===== src/hw/fetch_pkg.sv =====
package fetch_pkg;

   // ----------------------------------------------------------------------
   // Cache geometry
   // ----------------------------------------------------------------------
   localparam int ADDR_W     = 32;  // Byte address
   localparam int LINE_BYTES = 16;
   localparam int LINE_WORDS = 4;   // 32-bit words per line
   localparam int NUM_LINES  = 16;  // Direct mapped
   localparam int IDX_W      = 4;   // Address bits 7..4
   localparam int TAG_W      = 24;  // Address bits 31..8

   // ----------------------------------------------------------------------
   // FSM encodings
   // ----------------------------------------------------------------------
   typedef enum logic [0:0] {
      FETCH_IDLE,
      FETCH_READ   // Waiting on line words from the store
   } fetch_state_e;

   typedef enum logic [1:0] {
      ST_IDLE,
      ST_STREAM,   // Hit, words come from the array
      ST_REFILL    // Miss, words come over APB
   } store_state_e;

   typedef enum logic [1:0] {
      ARB_IDLE,
      ARB_SETUP,
      ARB_ACCESS
   } arb_state_e;

endpackage

===== src/hw/line_rd_if.sv =====


// Completed data-port writes, arbiter to store
interface snoop_if;
   logic                          we;
   logic [fetch_pkg::ADDR_W-1:0]  addr;
   logic [31:0]                   data;
   logic [3:0]                    be;

   modport source (output we, addr, data, be);
   modport receiver (input we, addr, data, be);
endinterface


===== src/hw/apb_if.sv =====
`timescale 1ns/1ps

interface apb_if;
   logic                          psel;
   logic                          penable;
   logic                          pwrite;
   logic [fetch_pkg::ADDR_W-1:0]  paddr;
   logic [31:0]                   pwdata;
   logic [3:0]                    pstrb;
   logic                          pready;   // Completes the access phase
   logic [31:0]                   prdata;

   modport master (
      output psel, penable, pwrite, paddr, pwdata, pstrb,
      input  pready, prdata
   );

   modport slave (
      input  psel, penable, pwrite, paddr, pwdata, pstrb,
      output pready, prdata
   );
endinterface


===== src/hw/apb_arbiter.sv =====
`timescale 1ns/1ps

module apb_arbiter (
   input  logic                          clk,
   input  logic                          rst_n,
   input  logic                          dp_psel,
   input  logic                          dp_penable,
   input  logic                          dp_pwrite,
   input  logic [fetch_pkg::ADDR_W-1:0]  dp_paddr,
   input  logic [31:0]                   dp_pwdata,
   input  logic [3:0]                    dp_pstrb,
   output logic                          dp_pready,
   output logic [31:0]                   dp_prdata,
   output logic                          m_psel,
   output logic                          m_penable,
   output logic                          m_pwrite,
   output logic [fetch_pkg::ADDR_W-1:0]  m_paddr,
   output logic [31:0]                   m_pwdata,
   output logic [3:0]                    m_pstrb,
   input  logic                          m_pready,
   input  logic [31:0]                   m_prdata,
   apb_if.slave                          cache,
   snoop_if.source                       snp
);

   fetch_pkg::arb_state_e state;
   logic gnt_dp;     // Grant, 1 is the data port
   logic last_dp;    // Served last
   logic sel_pen;
   logic xfer_done;

   assign sel_pen   = gnt_dp ? dp_penable : cache.penable;
   assign xfer_done = (state == fetch_pkg::ARB_ACCESS) && m_pready;

   // Downstream phases come from the FSM, payload from the granted side
   assign m_psel    = (state != fetch_pkg::ARB_IDLE);
   assign m_penable = (state == fetch_pkg::ARB_ACCESS);
   assign m_pwrite  = gnt_dp ? dp_pwrite : cache.pwrite;
   assign m_paddr   = gnt_dp ? dp_paddr  : cache.paddr;
   assign m_pwdata  = gnt_dp ? dp_pwdata : cache.pwdata;
   assign m_pstrb   = gnt_dp ? dp_pstrb  : cache.pstrb;

   assign dp_pready    = xfer_done && gnt_dp;
   assign dp_prdata    = gnt_dp ? m_prdata : '0;
   assign cache.pready = xfer_done && !gnt_dp;
   assign cache.prdata = gnt_dp ? '0 : m_prdata;

   // Snoop on the completing cycle of a data-port write
   assign snp.we   = dp_pready && dp_pwrite;
   assign snp.addr = dp_paddr;
   assign snp.data = dp_pwdata;
   assign snp.be   = dp_pstrb;

   always_ff @(posedge clk) begin
      if (!rst_n) begin
         state   <= fetch_pkg::ARB_IDLE;
         gnt_dp  <= 1'b0;
         last_dp <= 1'b0;
      end else begin
         case (state)
            fetch_pkg::ARB_IDLE: begin
               if (dp_psel || cache.psel) begin
                  gnt_dp <= dp_psel && (!cache.psel || !last_dp);  // Round robin on a tie
                  state  <= fetch_pkg::ARB_SETUP;
               end
            end
            fetch_pkg::ARB_SETUP: begin
               if (sel_pen)  // Requester in its access phase
                  state <= fetch_pkg::ARB_ACCESS;
            end
            fetch_pkg::ARB_ACCESS: begin
               if (m_pready) begin
                  last_dp <= gnt_dp;
                  state   <= fetch_pkg::ARB_IDLE;
               end
            end
            default: state <= fetch_pkg::ARB_IDLE;
         endcase
      end
   end

endmodule


===== src/flat_wrapper.sv =====
// flat-port wrapper written by rule: the top's interface ports become plain ports
module apb_arbiter_flat 
  (clk, rst_n, dp_psel, dp_penable, dp_pwrite, dp_paddr, dp_pwdata, dp_pstrb, dp_pready, dp_prdata, m_psel, m_penable, m_pwrite, m_paddr, m_pwdata, m_pstrb, m_pready, m_prdata, cache_psel, cache_penable, cache_pwrite, cache_paddr, cache_pwdata, cache_pstrb, cache_pready, cache_prdata, snp_we, snp_addr, snp_data, snp_be);
  apb_if cache_i ();
  snoop_if snp_i ();
  input  logic clk;
  input  logic rst_n;
  input  logic dp_psel;
  input  logic dp_penable;
  input  logic dp_pwrite;
  input  logic [fetch_pkg::ADDR_W-1:0] dp_paddr;
  input  logic [31:0] dp_pwdata;
  input  logic [3:0] dp_pstrb;
  output logic dp_pready;
  output logic [31:0] dp_prdata;
  output logic m_psel;
  output logic m_penable;
  output logic m_pwrite;
  output logic [fetch_pkg::ADDR_W-1:0] m_paddr;
  output logic [31:0] m_pwdata;
  output logic [3:0] m_pstrb;
  input  logic m_pready;
  input  logic [31:0] m_prdata;
  input wire logic [$bits(cache_i.psel)-1:0] cache_psel;
  input wire logic [$bits(cache_i.penable)-1:0] cache_penable;
  input wire logic [$bits(cache_i.pwrite)-1:0] cache_pwrite;
  input wire logic [$bits(cache_i.paddr)-1:0] cache_paddr;
  input wire logic [$bits(cache_i.pwdata)-1:0] cache_pwdata;
  input wire logic [$bits(cache_i.pstrb)-1:0] cache_pstrb;
  output wire logic [$bits(cache_i.pready)-1:0] cache_pready;
  output wire logic [$bits(cache_i.prdata)-1:0] cache_prdata;
  output wire logic [$bits(snp_i.we)-1:0] snp_we;
  output wire logic [$bits(snp_i.addr)-1:0] snp_addr;
  output wire logic [$bits(snp_i.data)-1:0] snp_data;
  output wire logic [$bits(snp_i.be)-1:0] snp_be;
  assign cache_i.psel = cache_psel;
  assign cache_i.penable = cache_penable;
  assign cache_i.pwrite = cache_pwrite;
  assign cache_i.paddr = cache_paddr;
  assign cache_i.pwdata = cache_pwdata;
  assign cache_i.pstrb = cache_pstrb;
  assign cache_pready = cache_i.pready;
  assign cache_prdata = cache_i.prdata;
  assign snp_we = snp_i.we;
  assign snp_addr = snp_i.addr;
  assign snp_data = snp_i.data;
  assign snp_be = snp_i.be;
  apb_arbiter u_core (.clk(clk), .rst_n(rst_n), .dp_psel(dp_psel), .dp_penable(dp_penable), .dp_pwrite(dp_pwrite), .dp_paddr(dp_paddr), .dp_pwdata(dp_pwdata), .dp_pstrb(dp_pstrb), .dp_pready(dp_pready), .dp_prdata(dp_prdata), .m_psel(m_psel), .m_penable(m_penable), .m_pwrite(m_pwrite), .m_paddr(m_paddr), .m_pwdata(m_pwdata), .m_pstrb(m_pstrb), .m_pready(m_pready), .m_prdata(m_prdata), .cache(cache_i), .snp(snp_i));
endmodule

===== config.mk =====
export PLATFORM = sky130hd
export DESIGN_NAME = apb_arbiter_flat
export DESIGN_NICKNAME = d
export VERILOG_FILES = /design/src/hw/fetch_pkg.sv /design/src/hw/line_rd_if.sv /design/src/hw/apb_if.sv /design/src/hw/apb_arbiter.sv /design/src/flat_wrapper.sv
export SDC_FILE = /design/constraint.sdc
export NUM_CORES = 1
export LEC_CHECK = 0
export BUFFER_PORTS_ARGS = -buffer_cell sky130_fd_sc_hd__clkbuf_2
export CAP_MARGIN = 10
export CORE_AREA = 5 5 145 147
export CTS_BUF_LIST = sky130_fd_sc_hd__clkbuf_2
export CTS_CLUSTER_DIAMETER = 60
export DETAILED_ROUTE_END_ITERATION = 6
export DIE_AREA = 0 0 150 152
export GPL_TIMING_DRIVEN = 0
export SYNTH_ARGS = -nofsm -noshare
export SYNTH_HDL_FRONTEND = slang
export SYNTH_SLANG_ARGS = --single-unit

===== constraint.sdc =====
create_clock -name clk -period 1.4 [get_ports clk]
set_input_delay 0.07 -clock clk [delete_from_list [all_inputs] [get_ports clk]]
set_output_delay 0.07 -clock clk [all_outputs]
set_load 0.02 [all_outputs]

==> qor.txt <==
CTS Buffer Depth: 2
most used flip-flop cell after synthesis: sky130_fd_sc_hd__dfxtp_1
clock latency at the later pin of the worst-skew pair: 210 ps
unrepaired setup endpoints after global routing: true
TritonCTS clock tree: done
arrival time at the worst endpoint: 1400 ps
worst ir drop on vdd: 0.000270 V
number of CTS-inserted buffers: 3
area of the mapped netlist: 2020 um2
failing checks: setup timing
critical-path cell with the highest stage delay: sky130_fd_sc_hd__dfxtp_4
worst clock skew on the final layout: 4.87 ps
type of the worst setup path: reg -> out
detailed-route vias per instance: 3.54
worst rel slew slack: 82.5%
kind of path behind the tightest hold check: in -> reg
area of the placeable core: 19800 um2
synthesized netlist net count: 416
Pwr Density: 596 nW/um2
clock net sink count: 4
max-slew violations: 0
Worst setup EP type: output port
count of buffers inserted at the top-level ports: 382
Synth async-reset ratio: 0%
critical path launch point type: register
fin crit share: 105%
via count: 3201
filler cell count: 2127
maximum number of pins on one net before global-route repair: 11
share of final-layout standard cells stronger than drive strength 1: 93.4%
dominant cell type by area after synthesis: sky130_fd_sc_hd__mux2_2
initial core utilization: 10.2%
combined global-route utilization of all metal layers: 9.19%
routed len/inst: 14.3 um
most frequent cells after synthesis: sky130_fd_sc_hd__buf_4 (77), sky130_fd_sc_hd__mux2_2 (69), sky130_fd_sc_hd__nor2b_1 (34), sky130_fd_sc_hd__and2_1 (33)
post-route cell area: 5720 um2
number of top-level pins: 383
number of violations reported at the end of detailed-routing iteration 0: 98
Max Used Layer: met4
maximum operating frequency: 682 MHz
number of warnings printed during yosys synthesis: 0
Avg Inst Size Synth: 8.44 um2
standard-cell row count: 52
die area: 22800 um2
Final Hold Viols: 0
fin util: 28.9%
final wirelength: 12900 um
top post-synthesis cells by area: sky130_fd_sc_hd__mux2_2 (38%), sky130_fd_sc_hd__buf_4 (29%), sky130_fd_sc_hd__nor2b_1 (11%), sky130_fd_sc_hd__and2_1 (10%), sky130_fd_sc_hd__dfxtp_1 (4.0%)
met3 wirelength from detailed routing: 1350 um
number of enable flip-flop cells after synthesis: 0
number of register bits inferred by synthesis: 4
top-count cell post-synth: sky130_fd_sc_hd__buf_4
proportion of netlist area held by the largest area contributor: 38.5%
Metal-1 WL: 4290 um
worst path required time: 1330 ps
most common cell type on the critical path: sky130_fd_sc_hd__buf_12
Routability Congestion: 0.867
Vert. Die Dim: 152 um
horizontal die dimension: 150 um
cells traversed along the worst timing path: buf_12 -> buf_12 -> mux2_4 -> buf_8
global-route wire length before repair: 16800 um
detailed placer's ending HPWL: 10100 um
net total in the final layout: 812
worst hold margin: 139 ps
post-synthesis instance total: 239
static leakage power: 3.19 nW
Root Driver: sky130_fd_sc_hd__clkbuf_2
via count of the first global-routing pass: 3248
final worst path period need: 1470 ps
Setup-failing EPs final: 94
Setup WS pre-CTS: -160 ps
Slowest Stage Delay on Critical Path: 380 ps
layout overhead on the synthesized area: 184%
final antenna diode count: 0
first-pass iteration count of the detailed router: 4
hold buffer count at cts: 0
fin worst setup slack: -65.6 ps
sequential fraction of the synthesis area: 3.97%
worst-path maximum fanout: 8
Maximum Capacitance Violations: 0
status: complete, but fails checks
post-route antenna net violation count: 0
Setup Total Neg Slack: -3010 ps
count of unique library cells instantiated by Yosys: 21
global-route congestion overflow total: 0
initial antenna violation count: 0
H-tree depth: 1
total met2 wirelength after detailed routing: 7000 um
placed inst area: 4270 um2
transition time at the pin with the least slew margin: 262 ps
CTS clk-pin slew, worst paths: 50 ps
DRC errors left: 0
-- stage by stage --
step,instances,total power [W]
after floorplan,239,0.00150
after global placement,891,0.00234
after detailed placement,891,0.00235
after CTS,899,0.00288
after global routing,903,0.00359
final,903,0.00341
-- power by group --
group / total, W / internal (W) / leakage (nW) / switching [W]
Clock: 0.000109 / 0.0000576 / 0.0125 / 0.0000509
Combinational: 0.00316 / 0.00171 / 3.14 / 0.00145
Sequential: 0.000144 / 0.000125 / 0.0335 / 0.0000190
-- what timing repair did --
action | 4_1_cts | 5_1_grt
buffers inserted | 3 | 1
setup endpoints to repair | 136 | 128
pin swaps | 3 | 1
cloned | 2 | 3
gates resized for setup | 164 | 285
endpoints found under the hold margin | 0 | 0
-- kinds of logic after synthesis --
logic type | count (synthesis) | synth area share [%]
buffers and inverters | 85 | 30.7
flip-flops | 4 | 3.97
AND/OR/NAND/NOR | 75 | 23.4
AO/OA/AOI/OAI | 5 | 2.60
multiplexers | 70 | 39.2
-- critical path, delay by kind of cell, from the launching register on --
| family | cells | cell delay [ps] |
|---|---|---|
| buffers and inverters | 3 | 470 |
| DFF | 1 | 380 |
| muxes | 1 | 330 |
-- final timing paths --
| check | startpoint | endpoint | slack (ps) | depth (start not counted) |
|---|---|---|---|---|
| setup / recovery | u_core.gnt_dp$_SDFFE_PN0P_ | m_paddr[16] | -70 | 4 |
| hold / removal | rst_n | u_core.last_dp$_SDFFE_PN0N_ | 140 | 2 |
| setup reg to reg | u_core.gnt_dp$_SDFFE_PN0P_ | u_core.gnt_dp$_SDFFE_PN0P_ | 110 | 6 |
| hold reg to reg | u_core.last_dp$_SDFFE_PN0N_ | u_core.last_dp$_SDFFE_PN0N_ | 470 | 2 |
-- metal layers --
layer / track usage (%) / vias up
met5: 0 / -
met4: 2.18 / 0
met3: 1.85 / 16
met2: 18.7 / 219
met1: 9.29 / 1442
li1: - / 1524
-- final cells by class --
cell class / instances / area [um2] / share of cell area [%]
buffer: 83 / 788 / 13.8
clock buffer: 3 / 15.0 / 0.262
inverter: 2 / 7.51 / 0.131
multi-input combinational: 150 / 1690 / 29.5
sequential: 4 / 83.8 / 1.47
tap: 270 / 338 / 5.90
timing repair buffer: 391 / 2800 / 48.9
-- registers in the layout, summed over array words and instances, names as in the netlist --
register,flops
u_core.gnt_dp,1
u_core.last_dp,1
u_core.state,2
-- cell usage in the layout (no fill, tap or decap), drive strengths merged --
master | netlist | routed
nand2 | 2 | 2
a21bo | 1 | 1
dfxtp | 4 | 4
nor2b | 34 | 34
o2bb2ai | 1 | 1
a32o | 1 | 1
nor3 | 1 | 1
nor3b | 1 | 1
and4b | 1 | 1
and2 | 33 | 33
a2111oi | 1 | 1
and3b | 2 | 2
inv | 2 | 2
clkbuf | 1 | 280
buf | 82 | 197
o32ai | 1 | 1
mux2 | 70 | 70
or2 | 1 | 1
Note: power is estimated with default switching activity, not from simulation.
