--- src/hw/fetch_pkg.sv ---
package fetch_pkg;

   // ----------------------------------------------------------------------
   // Cache geometry
   // ----------------------------------------------------------------------
   localparam int ADDR_W     = 32;  // Byte address
   localparam int LINE_BYTES = 16;
   localparam int LINE_WORDS = 4;   // 32-bit words per line
   localparam int NUM_LINES  = 16;  // Direct mapped
   localparam int IDX_W      = 4;   // Address bits 7..4
   localparam int TAG_W      = 24;  // Address bits 31..8

   // ----------------------------------------------------------------------
   // FSM encodings
   // ----------------------------------------------------------------------
   typedef enum logic [0:0] {
      FETCH_IDLE,
      FETCH_READ   // Waiting on line words from the store
   } fetch_state_e;

   typedef enum logic [1:0] {
      ST_IDLE,
      ST_STREAM,   // Hit, words come from the array
      ST_REFILL    // Miss, words come over APB
   } store_state_e;

   typedef enum logic [1:0] {
      ARB_IDLE,
      ARB_SETUP,
      ARB_ACCESS
   } arb_state_e;

endpackage
--- src/hw/line_rd_if.sv ---
`timescale 1ns/1ps

// Line read, fetch controller to store
interface line_rd_if;
   logic                          req;     // One cycle per line
   logic [fetch_pkg::ADDR_W-1:0]  addr;    // Low 4 bits zero
   logic                          valid;
   logic [31:0]                   data;
   logic                          done;    // With the fourth word

   modport master (output req, addr, input valid, data, done);
   modport slave (input req, addr, output valid, data, done);
endinterface


--- src/hw/icache_fetch.sv ---
`timescale 1ns/1ps

module icache_fetch (
   input  logic                                    clk,
   input  logic                                    rst_n,
   input  logic                                    fetch_valid,
   input  logic [fetch_pkg::ADDR_W-1:0]            fetch_addr,
   input  logic [$clog2(fetch_pkg::LINE_BYTES):0]  fetch_len,
   input  logic                                    fetch_abort,
   output logic                                    fetch_ready,
   output logic                                    beat_valid,
   output logic [31:0]                             beat_data,
   output logic [2:0]                              beat_count,
   output logic                                    fetch_done,
   line_rd_if.master                               rd
);

   fetch_pkg::fetch_state_e state;
   logic [3:0]  start;    // Byte offset of the request within the line
   logic [4:0]  remain;   // Bytes still owed to the queue
   logic [1:0]  wcnt;     // Word now on rd.data
   logic        drain;    // Aborted, swallow the rest of the line
   logic        accept;
   logic        emit;
   logic [1:0]  off;
   logic [2:0]  left;
   logic [2:0]  cnt;

   assign fetch_ready = (state == fetch_pkg::FETCH_IDLE);
   assign accept      = fetch_ready && fetch_valid && (fetch_len != '0);  // Zero length ignored

   assign rd.req  = accept;
   assign rd.addr = {fetch_addr[fetch_pkg::ADDR_W-1:4], 4'h0};

   // ----------------------------------------------------------------------
   // Beat sizing
   // ----------------------------------------------------------------------
   assign off  = (wcnt == start[3:2]) ? start[1:0] : 2'd0;  // Only the first word is offset
   assign left = 3'd4 - {1'b0, off};
   assign cnt  = ({2'b00, left} < remain) ? left : remain[2:0];  // Min of the two

   // Words before the start word and after the length pass silently
   assign emit = rd.valid && !drain && !fetch_abort &&
                 (wcnt >= start[3:2]) && (remain != '0);

   always_ff @(posedge clk) begin
      if (!rst_n) begin
         state      <= fetch_pkg::FETCH_IDLE;
         remain     <= '0;
         wcnt       <= '0;
         drain      <= 1'b0;
         beat_valid <= 1'b0;
         fetch_done <= 1'b0;
      end else begin
         beat_valid <= emit;
         fetch_done <= (state == fetch_pkg::FETCH_READ) && rd.done;  // Also after an abort
         if (accept) begin
            state  <= fetch_pkg::FETCH_READ;
            remain <= fetch_len;
            wcnt   <= '0;
            drain  <= fetch_abort;
         end else if (state == fetch_pkg::FETCH_READ) begin
            if (fetch_abort)
               drain <= 1'b1;
            if (rd.valid)
               wcnt <= wcnt + 2'd1;
            if (emit)
               remain <= remain - {2'b00, cnt};
            if (rd.done)
               state <= fetch_pkg::FETCH_IDLE;  // Store has finished the line
         end
      end
   end

   // Payload only, qualified by beat_valid
   always_ff @(posedge clk) begin
      if (accept)
         start <= fetch_addr[3:0];
      if (emit) begin
         beat_data  <= rd.data >> {off, 3'b000};  // First wanted byte to byte 0
         beat_count <= cnt;
      end
   end

endmodule

--- src/flat_wrapper.sv ---
// flat-port wrapper written by rule: the top's interface ports become plain ports
module icache_fetch_flat 
  (clk, rst_n, fetch_valid, fetch_addr, fetch_len, fetch_abort, fetch_ready, beat_valid, beat_data, beat_count, fetch_done, rd_req, rd_addr, rd_valid, rd_data, rd_done);
  line_rd_if rd_i ();
  input  logic clk;
  input  logic rst_n;
  input  logic fetch_valid;
  input  logic [fetch_pkg::ADDR_W-1:0] fetch_addr;
  input  logic [$clog2(fetch_pkg::LINE_BYTES):0] fetch_len;
  input  logic fetch_abort;
  output logic fetch_ready;
  output logic beat_valid;
  output logic [31:0] beat_data;
  output logic [2:0] beat_count;
  output logic fetch_done;
  output wire logic [$bits(rd_i.req)-1:0] rd_req;
  output wire logic [$bits(rd_i.addr)-1:0] rd_addr;
  input wire logic [$bits(rd_i.valid)-1:0] rd_valid;
  input wire logic [$bits(rd_i.data)-1:0] rd_data;
  input wire logic [$bits(rd_i.done)-1:0] rd_done;
  assign rd_req = rd_i.req;
  assign rd_addr = rd_i.addr;
  assign rd_i.valid = rd_valid;
  assign rd_i.data = rd_data;
  assign rd_i.done = rd_done;
  icache_fetch u_core (.clk(clk), .rst_n(rst_n), .fetch_valid(fetch_valid), .fetch_addr(fetch_addr), .fetch_len(fetch_len), .fetch_abort(fetch_abort), .fetch_ready(fetch_ready), .beat_valid(beat_valid), .beat_data(beat_data), .beat_count(beat_count), .fetch_done(fetch_done), .rd(rd_i));
endmodule
--- config.mk ---
export PLATFORM = sky130hd
export DESIGN_NAME = icache_fetch_flat
export DESIGN_NICKNAME = d
export VERILOG_FILES = /design/src/hw/fetch_pkg.sv /design/src/hw/line_rd_if.sv /design/src/hw/icache_fetch.sv /design/src/flat_wrapper.sv
export SDC_FILE = /design/constraint.sdc
export NUM_CORES = 1
export LEC_CHECK = 0
export BUFFER_PORTS_ARGS = -buffer_cell sky130_fd_sc_hd__buf_2
export CELL_PAD_IN_SITES_DETAIL_PLACEMENT = 0
export CELL_PAD_IN_SITES_GLOBAL_PLACEMENT = 2
export CORE_ASPECT_RATIO = 1.1
export CORE_MARGIN = 4
export CORE_UTILIZATION = 28
export CTS_CLUSTER_SIZE = 20
export DETAILED_ROUTE_END_ITERATION = 7
export PLACE_DENSITY = 0.95
export SLEW_MARGIN = 20
export SYNTH_ARGS = -nofsm -noshare
export SYNTH_HDL_FRONTEND = slang
export SYNTH_SLANG_ARGS = --single-unit
--- constraint.sdc ---
create_clock -name clk -period 10.1 [get_ports clk]
set_input_delay 1.515 -clock clk [delete_from_list [all_inputs] [get_ports clk]]
set_output_delay 1.515 -clock clk [all_outputs]
set_load 0.1 [all_outputs]
==> results.sh, run 1 <==
export IMPL_status="finished, final reports clean"
export IMPL_dr_pass1_iters=4
export IMPL_wl_um=6020
export IMPL_maxSlewHeadroom=0.448
export IMPL_maxCapViolCount=0
export IMPL_postRouteAntennaNets=0
export IMPL_dpl_cell_area_sq_mm=0.00306
export IMPL_synth_seq_cells=50
export IMPL_syn_cell_area_sq_mm=0.00274
export IMPL_cts_buffers=5
export IMPL_fin_tns_setup_ns=0
export IMPL_fin_crit_sh=0.472
export IMPL_cp_arrival_ns=5.00
export IMPL_fin_ws_ns=5.33
export IMPL_fmax_ghz=0.210
export IMPL_synth_cell_types=41
export IMPL_leakage_nw=1.38
export IMPL_die_w_um=102
export IMPL_dieArea_sq_mm=0.0114
export IMPL_antenna_cells=0
export IMPL_cts_hold_buffers_added=0
export IMPL_ys_flop_type="edfxtp_1"
export IMPL_multi_input_area_sq_mm=0.00104
export IMPL_wl_per_cell_um=14.3
export IMPL_grt_use_total=0.107
export IMPL_seqCellArea_sq_mm=0.00139
export IMPL_cts_root_buf="clkbuf_8"
export IMPL_ys_seq_area_frac=0.508
export IMPL_crit_path_end_kind="register"
export IMPL_path_clk_slew_ns=0.09
export IMPL_synth_top_cell_by_area="edfxtp_1"
export IMPL_dieHeight_um=112
export IMPL_grt_pass1_vias=1971
export IMPL_port_buffers=85
export IMPL_drc=0
export IMPL_grt_first_pass_wirelength_um=9730
export IMPL_core_area_sq_mm=0.00944
export IMPL_rsz0062_at_grt="false"
export IMPL_hold_viol_final=0
export IMPL_antenna_found_initial=0
export IMPL_nets=387
export IMPL_cts_htree_levels=2
export IMPL_cts_tree="yes"
export IMPL_synth_common_cells="edfxtp_1 (39), buf_4 (33), o21ai_0 (20), mux2i_1 (18), nor2_1 (17)"
export IMPL_fill_cells=980
export IMPL_grt_ovfl_total=0
export IMPL_regToRegSetupSlack_ns=5.33
export IMPL_ir_drop_uv=61.7
export IMPL_crit_required_ns=10.34
export IMPL_cp_start_kind="register"
export IMPL_final_area_sq_mm=0.00317
export IMPL_cts_sinks=50
export IMPL_synthTopCellsByArea="edfxtp_1 (43%), buf_4 (9.1%), dfxtp_1 (8.0%)"
export IMPL_first_iter_violations=113
export IMPL_start_util=0.290
export IMPL_worst_slew_pin_slew_ns=0.827
export IMPL_dp_hpwl_um=4520
export IMPL_setup_violations=0
export IMPL_syn2layout_area_growth_pct=15.9
export IMPL_min_path_type="register to register"
export IMPL_fin_worst_skew_ns=0.00712
export IMPL_yosys_warnings=0
export IMPL_crit_type="register to register"
export IMPL_clock_latency_ns=0.30
export IMPL_place_ws_ns=5.35
export IMPL_num_io_pins=146
export IMPL_yosys_cell_count_top_type="edfxtp_1"
export IMPL_min_period_ns=4.77
export IMPL_drive_gt1_frac=0.361
export IMPL_synthArstFlopShare=0
export IMPL_drt_vias_per_instance=4.64
export IMPL_post_route_util=0.336
export IMPL_std_cell_rows=37
export IMPL_place_congestion=0.759
export IMPL_dp_cells=414
export IMPL_syn_mean_instance_area_sq_um=11.1
export IMPL_synth_edff_count=39
export IMPL_synthCells=246
export IMPL_drv_slew=0
export IMPL_critPathMaxFanout=25
export IMPL_via_count=1958
export IMPL_stdcell_count=422
export IMPL_cts_resized_gates=0
export IMPL_cts_buffer_depth=2
export IMPL_cts_setup_buffers=0
export IMPL_p_per_area_mw_per_mm2=154
export IMPL_yosys_area_top_type_share=0.428
export IMPL_grt_max_degree=37
final timing paths:
check                 startpoint                to  cells past startpoint
hold reg to reg     u_core.drain      u_core.drain                      2
hold / removal      u_core.drain      u_core.drain                      2
setup / recovery  u_core.wcnt[0]  u_core.remain[4]                     17
setup reg to reg  u_core.wcnt[0]  u_core.remain[4]                     17
where the power goes:
group	internal, mW	leakage (nW)	total (mW)	switching (mW)
combinational	0.0335	0.878	0.112	0.0783
clock	0.0740	0.0514	0.140	0.0661
sequential	0.232	0.448	0.237	0.00458
total	0.340	1.38	0.489	0.149
metrics by stage:
stage / power [mW] / hold WS, ns
floorplan: 0.379 / 0.436
global placement: 0.352 / 0.465
CTS: 0.494 / 0.478
global route: 0.513 / 0.509
detailed placement: 0.354 / 0.463
finish: 0.489 / 0.483
cells in the final DEF (no fill, tap or decap), types with 4 or more instances in the layout:
cell       n
ha_1       7
and2_1    10
conb_1     4
nand2_1   15
a21oi_1    6
o21ai_0   20
mux2i_1   18
clkbuf_8   5
mux2_2    10
nor2_1    17
inv_1     11
dfxtp_1   11
edfxtp_1  39
nand3b_1   8
buf_2     85
registers in the layout, summed over array words and instances (netlist names):
name and count:
u_core.remain 5, u_core.state 1, u_core.fetch_done 1, u_core.start 4
u_core.beat_count 3, u_core.wcnt 2, u_core.beat_valid 1, u_core.beat_data 32
u_core.drain 1
per-layer routing:
metal	GRT usage	vias to the layer above	wire, um
li1	-	953	-
met1	0.140	886	2610
met2	0.168	101	2660
met3	0.0301	18	637
met4	0.0394	0	108
met5	0	-	0
area by class of cell:
cell class / count / area share
clock buffer: 6 / 0.0229
clock inverter: 2 / 0.0118
inverter: 11 / 0.0130
multi-input combinational: 149 / 0.329
sequential: 50 / 0.439
tap: 117 / 0.0462
timing repair buffer: 87 / 0.139
kinds of logic after synthesis:
| family | count (synthesis) | share of synthesized area |
|---|---|---|
| muxes | 29 | 0.112 |
| buffers and inverters | 50 | 0.115 |
| xor gates and xnor gates | 3 | 0.00960 |
| AOI/OAI and AO/OA | 36 | 0.0787 |
| other | 1 | 0.00137 |
| and+or+nand+nor | 69 | 0.135 |
| adders and majority gates | 8 | 0.0393 |
| DFF | 50 | 0.508 |
critical path, stage by stage (launching register included):
cell      delay [ns]
dfxtp_1         0.34
inv_1           0.07
ha_1            0.34
and3_1          0.69
inv_1           0.45
ha_1            0.45
ha_1            0.29
nor2_1          0.05
a211oi_1        0.23
o21ai_0         0.12
nand2_1         0.17
mux2i_1         0.28
ha_1            0.21
inv_1           0.07
fa_1            0.46
a21oi_1         0.21
nand4b_1        0.12
a31oi_1         0.16
(Power assumes the default switching activity.)
==> run 2, diff against run 1 <==
--- a/config.mk
+++ b/config.mk
@@ -10,10 +10,10 @@
 export CELL_PAD_IN_SITES_GLOBAL_PLACEMENT = 2
 export CORE_ASPECT_RATIO = 1.1
 export CORE_MARGIN = 4
-export CORE_UTILIZATION = 28
+export CORE_UTILIZATION = 24
 export CTS_CLUSTER_SIZE = 20
 export DETAILED_ROUTE_END_ITERATION = 7
-export PLACE_DENSITY = 0.95
+export PLACE_DENSITY = 0.88
 export SLEW_MARGIN = 20
 export SYNTH_ARGS = -nofsm -noshare
 export SYNTH_HDL_FRONTEND = slang
==> constraint.sdc (replaced) <==
create_clock -name clk -period 4.1 [get_ports clk]
set_input_delay 0.615 -clock clk [delete_from_list [all_inputs] [get_ports clk]]
set_output_delay 0.615 -clock clk [all_outputs]
set_load 0.1 [all_outputs]
==> results.sh, run 2 (synthesized netlist as in run 1, its figures left out) <==
export IMPL_status="finished, final reports clean"
export IMPL_dieArea_sq_mm=0.0132
export IMPL_final_cell_mix="buf_2 (85), edfxtp_1 (39), o21ai_0 (20)"
export IMPL_regMostFlops="u_core.beat_data"
export IMPL_crit_required_ns=4.32
export IMPL_wl_um=6220
export IMPL_largest_reg_flops=32
export IMPL_postRouteAntennaNets=0
export IMPL_max_stage_delay_ns=0.46
export IMPL_num_io_pins=146
export IMPL_crit_type="register to register"
export IMPL_whs_endpoint="u_core.drain"
export IMPL_drt_vias_per_instance=4.21
export IMPL_cts_buffers=5
export IMPL_via_count=1916
export IMPL_path_clk_slew_ns=0.07
export IMPL_nets=390
export IMPL_hp_start="u_core.drain"
export IMPL_cpMostUsedCell="ha_1"
export IMPL_grt_first_pass_wirelength_um=9540
export IMPL_fmax_ghz=0.270
export IMPL_dp_cells=447
export IMPL_use_met3=0.0280
export IMPL_dpl_cell_area_sq_mm=0.00312
export IMPL_path_buf_inv=3
export IMPL_rr_worst_depth=17
export IMPL_port_buffers=85
export IMPL_setup_violations=0
export IMPL_core_area_sq_mm=0.0111
export IMPL_grt_busiest_layer="met2"
export IMPL_antenna_cells=0
export IMPL_cpMaxStageDelayCell="fa_1"
export IMPL_wl_per_cell_um=13.7
export IMPL_cts_setup_buffers=0
export IMPL_largestRegisters="u_core.beat_data: 32 flops, u_core.remain: 5 flops, u_core.start: 4 flops"
export IMPL_fin_worst_skew_ns=0.00414
export IMPL_antenna_found_initial=0
export IMPL_min_period_ns=3.70
export IMPL_final_common_cell="buf_2"
export IMPL_cp_arrival_ns=3.92
export IMPL_crit_path_end_kind="register"
export IMPL_drc=0
export IMPL_grt_pass1_vias=1867
export IMPL_cp_start_kind="register"
export IMPL_regToRegSetupSlack_ns=0.40
export IMPL_critPathMaxFanout=4
export IMPL_hold_viol_final=0
export IMPL_place_ws_ns=0.437
export IMPL_drive_gt1_frac=0.367
export IMPL_fin_tns_setup_ns=0
export IMPL_maxCapViolCount=0
export IMPL_grt_ovfl_total=0
export IMPL_final_area_sq_mm=0.00329
export IMPL_r2r_start="u_core.wcnt[0]"
export IMPL_r2r_end="u_core.remain[4]"
export IMPL_grtUsageMet2=0.140
export IMPL_cts_hold_buffers_added=0
export IMPL_cts_tree="yes"
export IMPL_critPathTopFamily="adder cells"
export IMPL_clock_latency_ns=0.28
export IMPL_cts_resized_gates=0
export IMPL_min_path_type="register to register"
export IMPL_path_cells="inv_1 -> ha_1 -> and3_1 -> inv_1 -> ha_1 -> ha_1 -> nor2_1 -> a211oi_1 -> o21ai_0 -> nand2_1 -> mux2i_1 -> ha_1 -> inv_1 -> fa_1 -> a21oi_1 -> nand4b_1 -> a31oi_1"
export IMPL_fin_crit_sh=0.903
export IMPL_cts_sinks=50
export IMPL_die_w_um=110
export IMPL_grt_max_degree=37
export IMPL_cts_root_buf="clkbuf_16"
export IMPL_dr_pass1_iters=4
export IMPL_std_cell_rows=40
export IMPL_rsz0062_at_grt="false"
export IMPL_place_congestion=0.783
export IMPL_drv_slew=0
export IMPL_start_util=0.247
export IMPL_cts_htree_levels=2
export IMPL_fin_ws_ns=0.396
export IMPL_grt_use_total=0.0922
export IMPL_leakage_nw=1.42
export IMPL_first_iter_violations=91
export IMPL_hold_path_depth=2
export IMPL_ir_drop_uv=172
export IMPL_cts_buffer_depth=2
export IMPL_p_per_area_mw_per_mm2=404
export IMPL_dp_hpwl_um=4750
export IMPL_syn2layout_area_growth_pct=20.2
export IMPL_stdcell_count=455
export IMPL_dieHeight_um=120
export IMPL_grt_util_met1=0.121
export IMPL_whs_ns=0.464
run 2: final cells by class:
cell class / count / area [sq um]
repair buffers: 90 / 463
clock inverters: 2 / 37.5
fillers: 1163 / 7770
well taps: 147 / 184
flip-flops and latches: 50 / 1390
inverters: 11 / 41.3
clock buffers: 6 / 129
multi-input cells: 149 / 1040
run 2: worst max-delay path by stage:
stage,start,endpoint,slack (ns),depth (start not counted)
detailed placement,u_core.wcnt[0],u_core.remain[4],0.44,17
CTS,u_core.wcnt[0],u_core.remain[4],0.40,17
global placement,u_core.wcnt[0],u_core.remain[4],0.60,17
floorplan,u_core.wcnt[0],u_core.remain[4],0.27,19
global route,u_core.wcnt[0],u_core.remain[4],0.03,17
finish,u_core.wcnt[0],u_core.remain[4],0.40,17
run 2: layer usage:
| metal | up-vias | share of wire |
|---|---|---|
| met2 | 88 | 0.42 |
| met1 | 848 | 0.46 |
| met4 | 0 | 0.014 |
| met5 | - | 0 |
| li1 | 962 | - |
| met3 | 18 | 0.10 |
run 2: power breakdown:
| group | switching [mW] | total (mW) | leakage [nW] | internal [mW] |
|---|---|---|---|---|
| Clock | 0.177 | 0.465 | 0.0771 | 0.288 |
| Sequential | 0.0111 | 0.584 | 0.448 | 0.572 |
| Combinational | 0.195 | 0.279 | 0.892 | 0.0842 |
| Total | 0.382 | 1.33 | 1.42 | 0.945 |
run 2: stage by stage:
step                utilization  power [mW]
floorplan                     -       0.934
global placement          0.282       0.872
detailed placement        0.282       0.876
CTS                       0.297        1.35
global route              0.297        1.39
finish                    0.297        1.33
run 2: tightest hold or removal path, cell delays in order, from the launching register on:
cell and delay (ns):
dfxtp_1 0.31, nand2_1 0.05, a21oi_1 0.05
